## src/hw/ex_pkg.sv

```systemverilog
package ex_pkg;

    localparam int XLEN = 64;

    typedef logic [XLEN-1:0] t_reg_data;

    // Decoded micro-ops for the execute cluster
    typedef enum logic [4:0] {
        U_NOP,
        U_ADD,
        U_ADDW,
        U_SUB,
        U_SUBW,
        U_AND,
        U_XOR,
        U_OR,
        U_SLL,
        U_SLLW,
        U_SRL,
        U_SRLW,
        U_SRA,
        U_SRAW,
        U_SLT,
        U_SLTU,
        U_LUI,
        U_AUIPC,
        U_MUL,
        U_MULW
    } t_uop;

    // Width the result is sign-extended from
    typedef enum logic [1:0] {
        SZ_1B,
        SZ_2B,
        SZ_4B,
        SZ_8B
    } t_opsize;

    typedef struct packed {
        logic [4:0] rd;
        t_opsize    opsize;
    } t_dst;

    typedef struct packed {
        t_uop      uop;
        t_reg_data pc;
        t_dst      dst;
    } t_uinstr;

    typedef struct packed {
        logic [4:0] rd;
        t_reg_data  result;
    } t_wb;

    // Multiplier ops bypass the ALU
    function automatic logic is_mul_uop(t_uop uop);
        return uop inside {U_MUL, U_MULW};
    endfunction

endpackage

```

## src/hw/ialu.sv

```systemverilog
`timescale 1ns/1ps

module ialu
    import ex_pkg::*;
(
    input  logic      iss,
    input  t_uinstr   uinstr,
    input  t_reg_data src1val,
    input  t_reg_data src2val,

    output logic      resvld,
    output t_reg_data result
);

    t_reg_data              result_raw;
    logic [4:0]             shamt;
    logic signed [XLEN-1:0] src1_s;
    logic signed [XLEN-1:0] src2_s;
    logic signed [XLEN-1:0] src1_lo_s;
    t_reg_data              src1_lo_z;

    always_comb begin
        shamt     = src2val[4:0];
        src1_s    = src1val;
        src2_s    = src2val;
        // Low word widened for the W shifts
        src1_lo_s = {{(XLEN-32){src1val[31]}}, src1val[31:0]};
        src1_lo_z = {{(XLEN-32){1'b0}}, src1val[31:0]};
    end

    always_comb begin
        result_raw = '0;
        resvld     = iss;
        unique case (uinstr.uop)
            U_ADD:   result_raw = src1val + src2val;
            U_ADDW:  result_raw = src1val + src2val;
            U_SUB:   result_raw = src1val - src2val;
            U_SUBW:  result_raw = src1val - src2val;
            U_AND:   result_raw = src1val & src2val;
            U_XOR:   result_raw = src1val ^ src2val;
            U_OR:    result_raw = src1val | src2val;
            U_SLL:   result_raw = src1val << shamt;
            U_SLLW:  result_raw = src1_lo_z << shamt;
            U_SRL:   result_raw = src1val >> shamt;
            U_SRLW:  result_raw = src1_lo_z >> shamt;
            U_SRA:   result_raw = src1_s >>> shamt;
            U_SRAW:  result_raw = src1_lo_s >>> shamt;
            U_SLT:   result_raw = (src1_s < src2_s) ? t_reg_data'(1) : t_reg_data'(0);
            U_SLTU:  result_raw = (src1val < src2val) ? t_reg_data'(1) : t_reg_data'(0);
            U_LUI:   result_raw = src2val;
            U_AUIPC: result_raw = src2val + uinstr.pc;
            default: begin
                // NOP and multiplier ops produce nothing here
                resvld     = 1'b0;
                result_raw = '0;
            end
        endcase
    end

    // Sign extension by destination size
    always_comb begin
        unique case (uinstr.dst.opsize)
            SZ_1B:   result = {{(XLEN-8){result_raw[7]}}, result_raw[7:0]};
            SZ_2B:   result = {{(XLEN-16){result_raw[15]}}, result_raw[15:0]};
            SZ_4B:   result = {{(XLEN-32){result_raw[31]}}, result_raw[31:0]};
            SZ_8B:   result = result_raw;
            default: result = result_raw;
        endcase
    end

endmodule

```

## src/hw/mul_ctl.sv

```systemverilog
`timescale 1ns/1ps

module mul_ctl
    import ex_pkg::*;
#(
    parameter int MUL_BPC = 2
) (
    input  logic clk,
    input  logic rst_n,

    input  logic mul_start,
    input  logic last,

    output logic load,
    output logic step,
    output logic busy,
    output logic mul_done
);

    typedef enum logic [1:0] {
        IDLE,
        RUN,
        DONE
    } t_state;

    t_state state;
    t_state state_nxt;

    // Iteration count must come out whole
    if (XLEN % MUL_BPC != 0) begin : g_bpc_check
        $error("MUL_BPC does not divide XLEN");
    end

    always_comb begin
        state_nxt = state;
        unique case (state)
            IDLE:    if (mul_start) state_nxt = RUN;
            RUN:     if (last) state_nxt = IDLE;
            DONE:    state_nxt = IDLE;
            default: state_nxt = IDLE;
        endcase
    end

    always_ff @(posedge clk or negedge rst_n) begin
        if (!rst_n) begin
            state <= IDLE;
        end else begin
            state <= state_nxt;
        end
    end

    // Operands are captured in the issue cycle itself
    assign load     = (state == IDLE) && mul_start;
    assign step     = (state == RUN);
    assign busy     = (state == RUN);
    assign mul_done = (state == RUN) && last;

endmodule

```

## src/hw/mul_count.sv

```systemverilog
`timescale 1ns/1ps

module mul_count
    import ex_pkg::*;
#(
    parameter int MUL_BPC = 2
) (
    input  logic clk,
    input  logic rst_n,
    input  logic load,
    input  logic step,
    output logic last
);

    localparam int ITER  = XLEN / MUL_BPC;
    localparam int CNT_W = (ITER > 1) ? $clog2(ITER) : 1;

    logic [CNT_W-1:0] count;

    always_ff @(posedge clk or negedge rst_n) begin
        if (!rst_n) begin
            count <= '0;
        end else if (load) begin
            count <= CNT_W'(ITER - 1);
        end else if (step && (count != '0)) begin
            count <= count - 1'b1;
        end
    end

    assign last = step && (count == '0);

endmodule

```

## src/hw/mul_datapath.sv

```systemverilog
`timescale 1ns/1ps

module mul_datapath
    import ex_pkg::*;
#(
    parameter int MUL_BPC = 2
) (
    input  logic      clk,
    input  logic      rst_n,

    input  logic      load,
    input  logic      step,
    input  logic      mul_done,

    input  t_uinstr   uinstr,
    input  t_reg_data src1val,
    input  t_reg_data src2val,

    output logic      mul_vld,
    output t_wb       mul_wb
);

    t_reg_data  mcand;
    t_reg_data  mplier;
    t_reg_data  acc;
    t_reg_data  partial;
    t_reg_data  acc_nxt;
    logic [4:0] rd;
    logic       is_mulw;

    // Multiplicand times the low MUL_BPC multiplier bits
    always_comb begin
        partial = '0;
        for (int i = 0; i < MUL_BPC; i++) begin
            if (mplier[i]) begin
                partial = partial + (mcand << i);
            end
        end
        acc_nxt = acc + partial;
    end

    always_ff @(posedge clk) begin
        if (load) begin
            mcand  <= src1val;
            mplier <= src2val;
        end else if (step) begin
            mcand  <= mcand << MUL_BPC;
            mplier <= mplier >> MUL_BPC;
        end
    end

    always_ff @(posedge clk or negedge rst_n) begin
        if (!rst_n) begin
            acc     <= '0;
            rd      <= '0;
            is_mulw <= 1'b0;
        end else if (load) begin
            acc     <= '0;
            rd      <= uinstr.dst.rd;
            is_mulw <= (uinstr.uop == U_MULW);
        end else if (step) begin
            acc     <= acc_nxt;
        end
    end

    // Final step is folded in so the product is ready with mul_done
    assign mul_vld   = mul_done;
    assign mul_wb.rd = rd;
    assign mul_wb.result = is_mulw ? {{(XLEN-32){acc_nxt[31]}}, acc_nxt[31:0]} : acc_nxt;

endmodule

```

## src/hw/ex_writeback.sv

```systemverilog
`timescale 1ns/1ps

module ex_writeback
    import ex_pkg::*;
(
    input  logic       clk,
    input  logic       rst_n,

    input  logic       alu_vld,
    input  logic [4:0] alu_rd,
    input  t_reg_data  alu_result,

    input  logic       mul_vld,
    input  t_wb        mul_wb,

    output logic       wb_vld,
    output t_wb        wb
);

    t_wb wb_nxt;

    // ALU first, though busy keeps the two apart
    always_comb begin
        wb_nxt = wb;
        if (alu_vld) begin
            wb_nxt.rd     = alu_rd;
            wb_nxt.result = alu_result;
        end else if (mul_vld) begin
            wb_nxt = mul_wb;
        end
    end

    always_ff @(posedge clk or negedge rst_n) begin
        if (!rst_n) begin
            wb_vld <= 1'b0;
            wb     <= '0;
        end else begin
            wb_vld <= alu_vld || mul_vld;
            wb     <= wb_nxt;
        end
    end

endmodule

```

## src/hw/ex_unit.sv

```systemverilog
`timescale 1ns/1ps

module ex_unit
    import ex_pkg::*;
#(
    parameter int MUL_BPC = 2
) (
    input  logic      clk,
    input  logic      rst_n,

    input  logic      iss,
    input  t_uinstr   uinstr,
    input  t_reg_data src1val,
    input  t_reg_data src2val,

    output logic      busy,
    output logic      wb_vld,
    output t_wb       wb
);

    logic      alu_iss;
    logic      alu_vld;
    t_reg_data alu_result;
    logic      mul_start;
    logic      mul_load;
    logic      mul_step;
    logic      mul_last;
    logic      mul_done;
    logic      mul_vld;
    t_wb       mul_wb;

    // Issue steering
    assign mul_start = iss && is_mul_uop(uinstr.uop);
    assign alu_iss   = iss && !is_mul_uop(uinstr.uop);

    ialu u_ialu (
        .iss     (alu_iss),
        .uinstr  (uinstr),
        .src1val (src1val),
        .src2val (src2val),
        .resvld  (alu_vld),
        .result  (alu_result)
    );

    mul_ctl #(.MUL_BPC(MUL_BPC)) u_mul_ctl (
        .clk       (clk),
        .rst_n     (rst_n),
        .mul_start (mul_start),
        .last      (mul_last),
        .load      (mul_load),
        .step      (mul_step),
        .busy      (busy),
        .mul_done  (mul_done)
    );

    mul_count #(.MUL_BPC(MUL_BPC)) u_mul_count (
        .clk   (clk),
        .rst_n (rst_n),
        .load  (mul_load),
        .step  (mul_step),
        .last  (mul_last)
    );

    mul_datapath #(.MUL_BPC(MUL_BPC)) u_mul_datapath (
        .clk      (clk),
        .rst_n    (rst_n),
        .load     (mul_load),
        .step     (mul_step),
        .mul_done (mul_done),
        .uinstr   (uinstr),
        .src1val  (src1val),
        .src2val  (src2val),
        .mul_vld  (mul_vld),
        .mul_wb   (mul_wb)
    );

    ex_writeback u_ex_writeback (
        .clk        (clk),
        .rst_n      (rst_n),
        .alu_vld    (alu_vld),
        .alu_rd     (uinstr.dst.rd),
        .alu_result (alu_result),
        .mul_vld    (mul_vld),
        .mul_wb     (mul_wb),
        .wb_vld     (wb_vld),
        .wb         (wb)
    );

endmodule

```

## config.mk

```make
export PLATFORM = sky130hd
export DESIGN_NAME = ex_unit
export DESIGN_NICKNAME = d
export VERILOG_FILES = /design/src/hw/ex_pkg.sv /design/src/hw/ialu.sv /design/src/hw/mul_ctl.sv /design/src/hw/mul_count.sv /design/src/hw/mul_datapath.sv /design/src/hw/ex_writeback.sv /design/src/hw/ex_unit.sv
export SDC_FILE = /design/constraint.sdc
export NUM_CORES = 2
export LEC_CHECK = 0
export ABC_AREA = 0
export BUFFER_PORTS_ARGS = -buffer_cell sky130_fd_sc_hd__buf_2
export CORE_UTILIZATION = 26
export CTS_CLUSTER_SIZE = 40
export DETAILED_ROUTE_END_ITERATION = 12
export HOLD_SLACK_MARGIN = 0.05
export PLACE_DENSITY_LB_ADDON = 0.1
export SETUP_SLACK_MARGIN = 0.5
export SLEW_MARGIN = 20
export SYNTH_ARGS = -nofsm -noshare
export SYNTH_HDL_FRONTEND = slang
export SYNTH_SLANG_ARGS = --single-unit
```

## constraint.sdc

```tcl
create_clock -name clk -period 7.2 [get_ports clk]
set_clock_uncertainty 0.2 [all_clocks]
set_input_delay 0.36 -clock clk [delete_from_list [all_inputs] [get_ports clk]]
set_output_delay 0.36 -clock clk [all_outputs]
set_load 0.05 [all_outputs]
```

==> qor.csv <==
stage,metric,value,unit
die,row cnt,148,
global_route,first-pass GRT wire length,339,mm
worst_setup_path,CP Buf/Inv Count,6,
power_and_ir_drop,Final Total Pwr,22.0,mW
global_route,number of global-route vias before repair,44800,
logic_synthesis,Yosys cell types,113,
timing,Slew HR,0.215,
logic_synthesis,"top cells by area, synth","ha_1, edfxtp_1, dfrtp_1, a21oi_1, nand2_1",
timing,Final Hold Fails,0,
global_route,total grt overflow,0,
die,core area,163000,sq um
logic_synthesis,Synth area leader,ha_1,
worst_setup_path,CP Data Arrival Time,6.96,ns
timing,setup TNS,0,ns
place,Final Wtd Congestion,0.992,
place,Final HPWL DP,191,mm
logic_synthesis,syn_area_per_cell,7.38,sq um
timing,final period utilization,0.923,
layout,area of the multi-input gates,33100,sq um
drt,average routed wire per standard cell,29.7,um
drt,Vias,47300,
worst_setup_path,Worst Setup End Kind,register,
layout,layout cell share with drive strength beyond 1,0.136,
worst_setup_path,CP peak stage delay,0.54,ns
worst_setup_path,CP startpoint,uinstr[71],
clocking,# clock sinks,274,
hold_path,HP Class,input pin to register,
layout,FF/Latch Area,7500,sq um
clocking,clock latency on the worst-skew pair,0.64,ns
worst_setup_path,crit path kind,input pin to register,
logic_synthesis,"count leader, synth",nand2_1,
worst_setup_path,Required @ worst endpoint,7.52,ns
clocking,TritonCTS clock tree,built,
layout,synthesis-to-layout area growth,14.5,%
timing,Worst Tran Pin Value,1.18,ns
outcome,run status,completed,
layout,Final nets,6487,
drt,Post-Route WL,241,mm
logic_synthesis,sequential area share after synthesis,0.175,
drt,Routed Antenna Nets,0,
logic_synthesis,post-synthesis async set-or-reset flop share,0.533,
worst_setup_path,"delay-heaviest family, CP",buffers and inverters,
timing,Slew Limit Fails,0,
worst_setup_path,r2r endpoint,u_ex_writeback.wb[55]$_DFFE_PN0P_,
power_and_ir_drop,power density over the cells,449,nW/um^2
die,Die W,408,um
drt,Remaining DRCs,0,
timing,Setup Viol. Count Final,0,
logic_synthesis,cell area after synthesis,42800,sq um
drt,drt pass-1 iters,6,
drt,via/cell ratio,5.82,
clocking,H-tree levels,2,
worst_setup_path,worst path cell trace,dlygate4sd3_1 > clkbuf_4 > nor2b_1 > nand2_4 > buf_4 > buf_4 > mux2_2 > ha_1 > nand4_1 > or3_1 > nor2_1 > o21ai_0 > o2111a_1 > or3_1 > a21oi_1 > nor2_1 > buf_4 > o41ai_1 > xnor2_1 > a221oi_2 > buf_4 > nor3_1,
die,chip height,408,um
timing,RSZ-0062 raised after global routing,true,
logic_synthesis,Post-synth EDFFs,128,
worst_setup_path,r2r setup slk,0.77,ns
logic_synthesis,Yosys reg bits,274,
die,Initial Utilization,0.263,
drt,initial DRC count,5068,
die,die area,166000,sq um
logic_synthesis,top_reg_cell synth,dfrtp_1,
power_and_ir_drop,sequential share of power,0.158,
worst_setup_path,Worst R2R Start,u_mul_datapath.mplier[0]$_DFFE_PP_,
logic_synthesis,Gate Count Post-Synth,5802,
die,Top Ports,278,
power_and_ir_drop,P_int,9.99,mW
worst_setup_path,CP Launch Type,input pin,
worst_setup_path,cell mode on critical path,buf_4,
power_and_ir_drop,Sw Pwr,12.1,mW
timing,fin crit period,6.64,ns
power_and_ir_drop,VDD IR max,0.000259,V
worst_setup_path,Worst setup endpoint,u_ex_writeback.wb[63]$_DFFE_PN0P_,
power_and_ir_drop,Clock Power Share,0.103,
worst_setup_path,crit-path max FO,23,
place,IO buf count,277,
logic_synthesis,Synth Net Count,6374,
logic_synthesis,post-synth top area share,0.105,
logic_synthesis,Ys Warns,0,
worst_setup_path,worst reg2reg path depth,28,
clocking,clock root cell,clkbuf_16,
clocking,clk buf depth,3,
clocking,Worst-path clk slew,0.06,ns
power_and_ir_drop,LEAKAGE,20.9,nW
power_and_ir_drop,Gate power share,0.739,
global_route,initial antenna violation count,26,
worst_setup_path,WP depth,22,
layout,filler cell count in the final layout,17900,
worst_setup_path,Critical-path top delay cell,dlygate4sd3_1,
timing,FMAX,151,MHz
clocking,Inserted Clock Buffers,41,
logic_synthesis,commonest cells in the netlist,"nand2_1, nor2_1, a21oi_1",
job,Max Cap Violations,0,
global_route,largest net degree at the start of global routing,130,
power_and_ir_drop,switching share of power,0.547,
global_route,Total GRT Usage,0.277,
[power by group through the flow]
stage               logic [mW]  clock network (mW)  registers (mW)
floorplan                 10.7                   0            3.52
global placement          15.7                   0            3.51
detailed placement        15.6                   0            3.50
CTS                       15.7                2.34            3.49
global route              17.7                2.38            3.59
finish                    16.3                2.27            3.49
[tightest hold or removal path: cells and delay by family]
| kind | cells | cell delay (ns) |
|---|---|---|
| AOI/OAI and AO/OA | 1 | 0.06 |
| buffers and inverters | 2 | 0.29 |
| and+or+nand+nor | 1 | 0.13 |
[per-stage QoR]
| step | instance area, sq um | hold slack (ns) | setup slack, ns | util | cells |
|---|---|---|---|---|---|
| 3_5_place_dp | 46700 | 0.262 | 0.213 | 0.286 | 7986 |
| 4_1_cts | 48700 | 0.0500 | 0.531 | 0.298 | 8111 |
| 6_report | 49100 | 0.0835 | 0.558 | 0.301 | 8126 |
| 2_1_floorplan | 43000 | -0.136 | 0.508 | - | 5802 |
| 3_3_place_gp | 46700 | 0.260 | 0.217 | 0.286 | 7986 |
| 5_1_grt | 49100 | 0.0908 | 0.451 | 0.301 | 8124 |
[kinds of logic (layout without fill, tap and decap cells)]
group / Yosys count / after routing / share of synthesized area
other cells: 0 / 3 / 0
flops: 274 / 274 / 0.175
xor+xnor: 240 / 240 / 0.0491
mux: 344 / 344 / 0.0975
fa+ha+maj: 366 / 366 / 0.108
simple gates: 1811 / 1811 / 0.192
compound gates: 2092 / 2092 / 0.316
buf+inv: 675 / 821 / 0.0628
[how the worst min path moves through the flow]
stage / depth (start not counted) / start / to
2_1_floorplan: 0 / rst_n / u_ex_writeback.wb[0]$_DFFE_PN0P_
3_3_place_gp: 2 / u_mul_datapath.rd[3]$_DFFE_PN0P_ / u_mul_datapath.rd[3]$_DFFE_PN0P_
3_5_place_dp: 2 / u_mul_datapath.rd[3]$_DFFE_PN0P_ / u_mul_datapath.rd[3]$_DFFE_PN0P_
4_1_cts: 3 / src2val[60] / u_mul_datapath.mplier[60]$_DFFE_PP_
5_1_grt: 4 / uinstr[74] / u_ex_writeback.wb[0]$_DFFE_PN0P_
6_report: 4 / uinstr[74] / u_ex_writeback.wb[0]$_DFFE_PN0P_
[placed cells by master (no fill, tap or decap), types with 51 or more instances in the layout]
cell type / synthesis / final
a211oi_1: 95 / 87
a21o_1: 147 / 146
a21oi_1: 550 / 537
a22o_1: 69 / 69
a22oi_1: 61 / 61
a31oi_1: 64 / 63
and2_1: 74 / 70
buf_2: 53 / 270
buf_4: 12 / 155
dfrtp_1: 146 / 145
edfxtp_1: 128 / 128
ha_1: 361 / 355
inv_1: 247 / 242
mux2_2: 118 / 118
mux2i_1: 171 / 171
nand2_1: 654 / 652
nand3_1: 91 / 89
nand4_1: 67 / 67
nor2_1: 577 / 574
nor2b_1: 54 / 51
nor3_1: 94 / 90
o211ai_1: 77 / 77
o21ai_0: 426 / 423
o21ai_1: 92 / 90
o21bai_1: 65 / 64
xnor2_1: 153 / 149
xor2_1: 87 / 85
[routing by layer]
| layer | vias up | global-route usage | routed length [um] |
|---|---|---|---|
| met4 | 18 | 0.0981 | 9760 |
| met1 | 23400 | 0.393 | 111000 |
| met2 | 1892 | 0.423 | 104000 |
| met3 | 370 | 0.0398 | 15800 |
| li1 | 21600 | - | - |
| met5 | - | 0 | 94 |
[flip-flops by register name, summed over array words and instances, names as in the netlist]
name,count
u_mul_datapath.rd,5
u_mul_datapath.mplier,64
u_mul_count.count,5
u_mul_datapath.is_mulw,1
u_ex_writeback.wb,69
u_mul_datapath.mcand,64
u_mul_datapath.acc,64
u_ex_writeback.wb_vld,1
u_mul_ctl.state,1
[what timing repair did]
item                       4_1_cts  5_1_grt
pin swaps                        0       17
hold buffers                    49        0
setup endpoints to repair       23       41
buffers inserted                 0       11
resized for setup                5       58
cloned                           0        1
hold endpoints to repair       142        0
[layout make-up]
cell class | count | share of cell area
Sequential cell | 274 | 0.153
Multi-Input combinational cell | 4853 | 0.675
Antenna cell | 3 | 0.000153
Timing Repair Buffer | 493 | 0.0676
Clock inverter | 22 | 0.00612
Tap cell | 2175 | 0.0555
Inverter | 252 | 0.0195
Clock buffer | 54 | 0.0234
No activity file was read; power rests on OpenSTA's default activity.
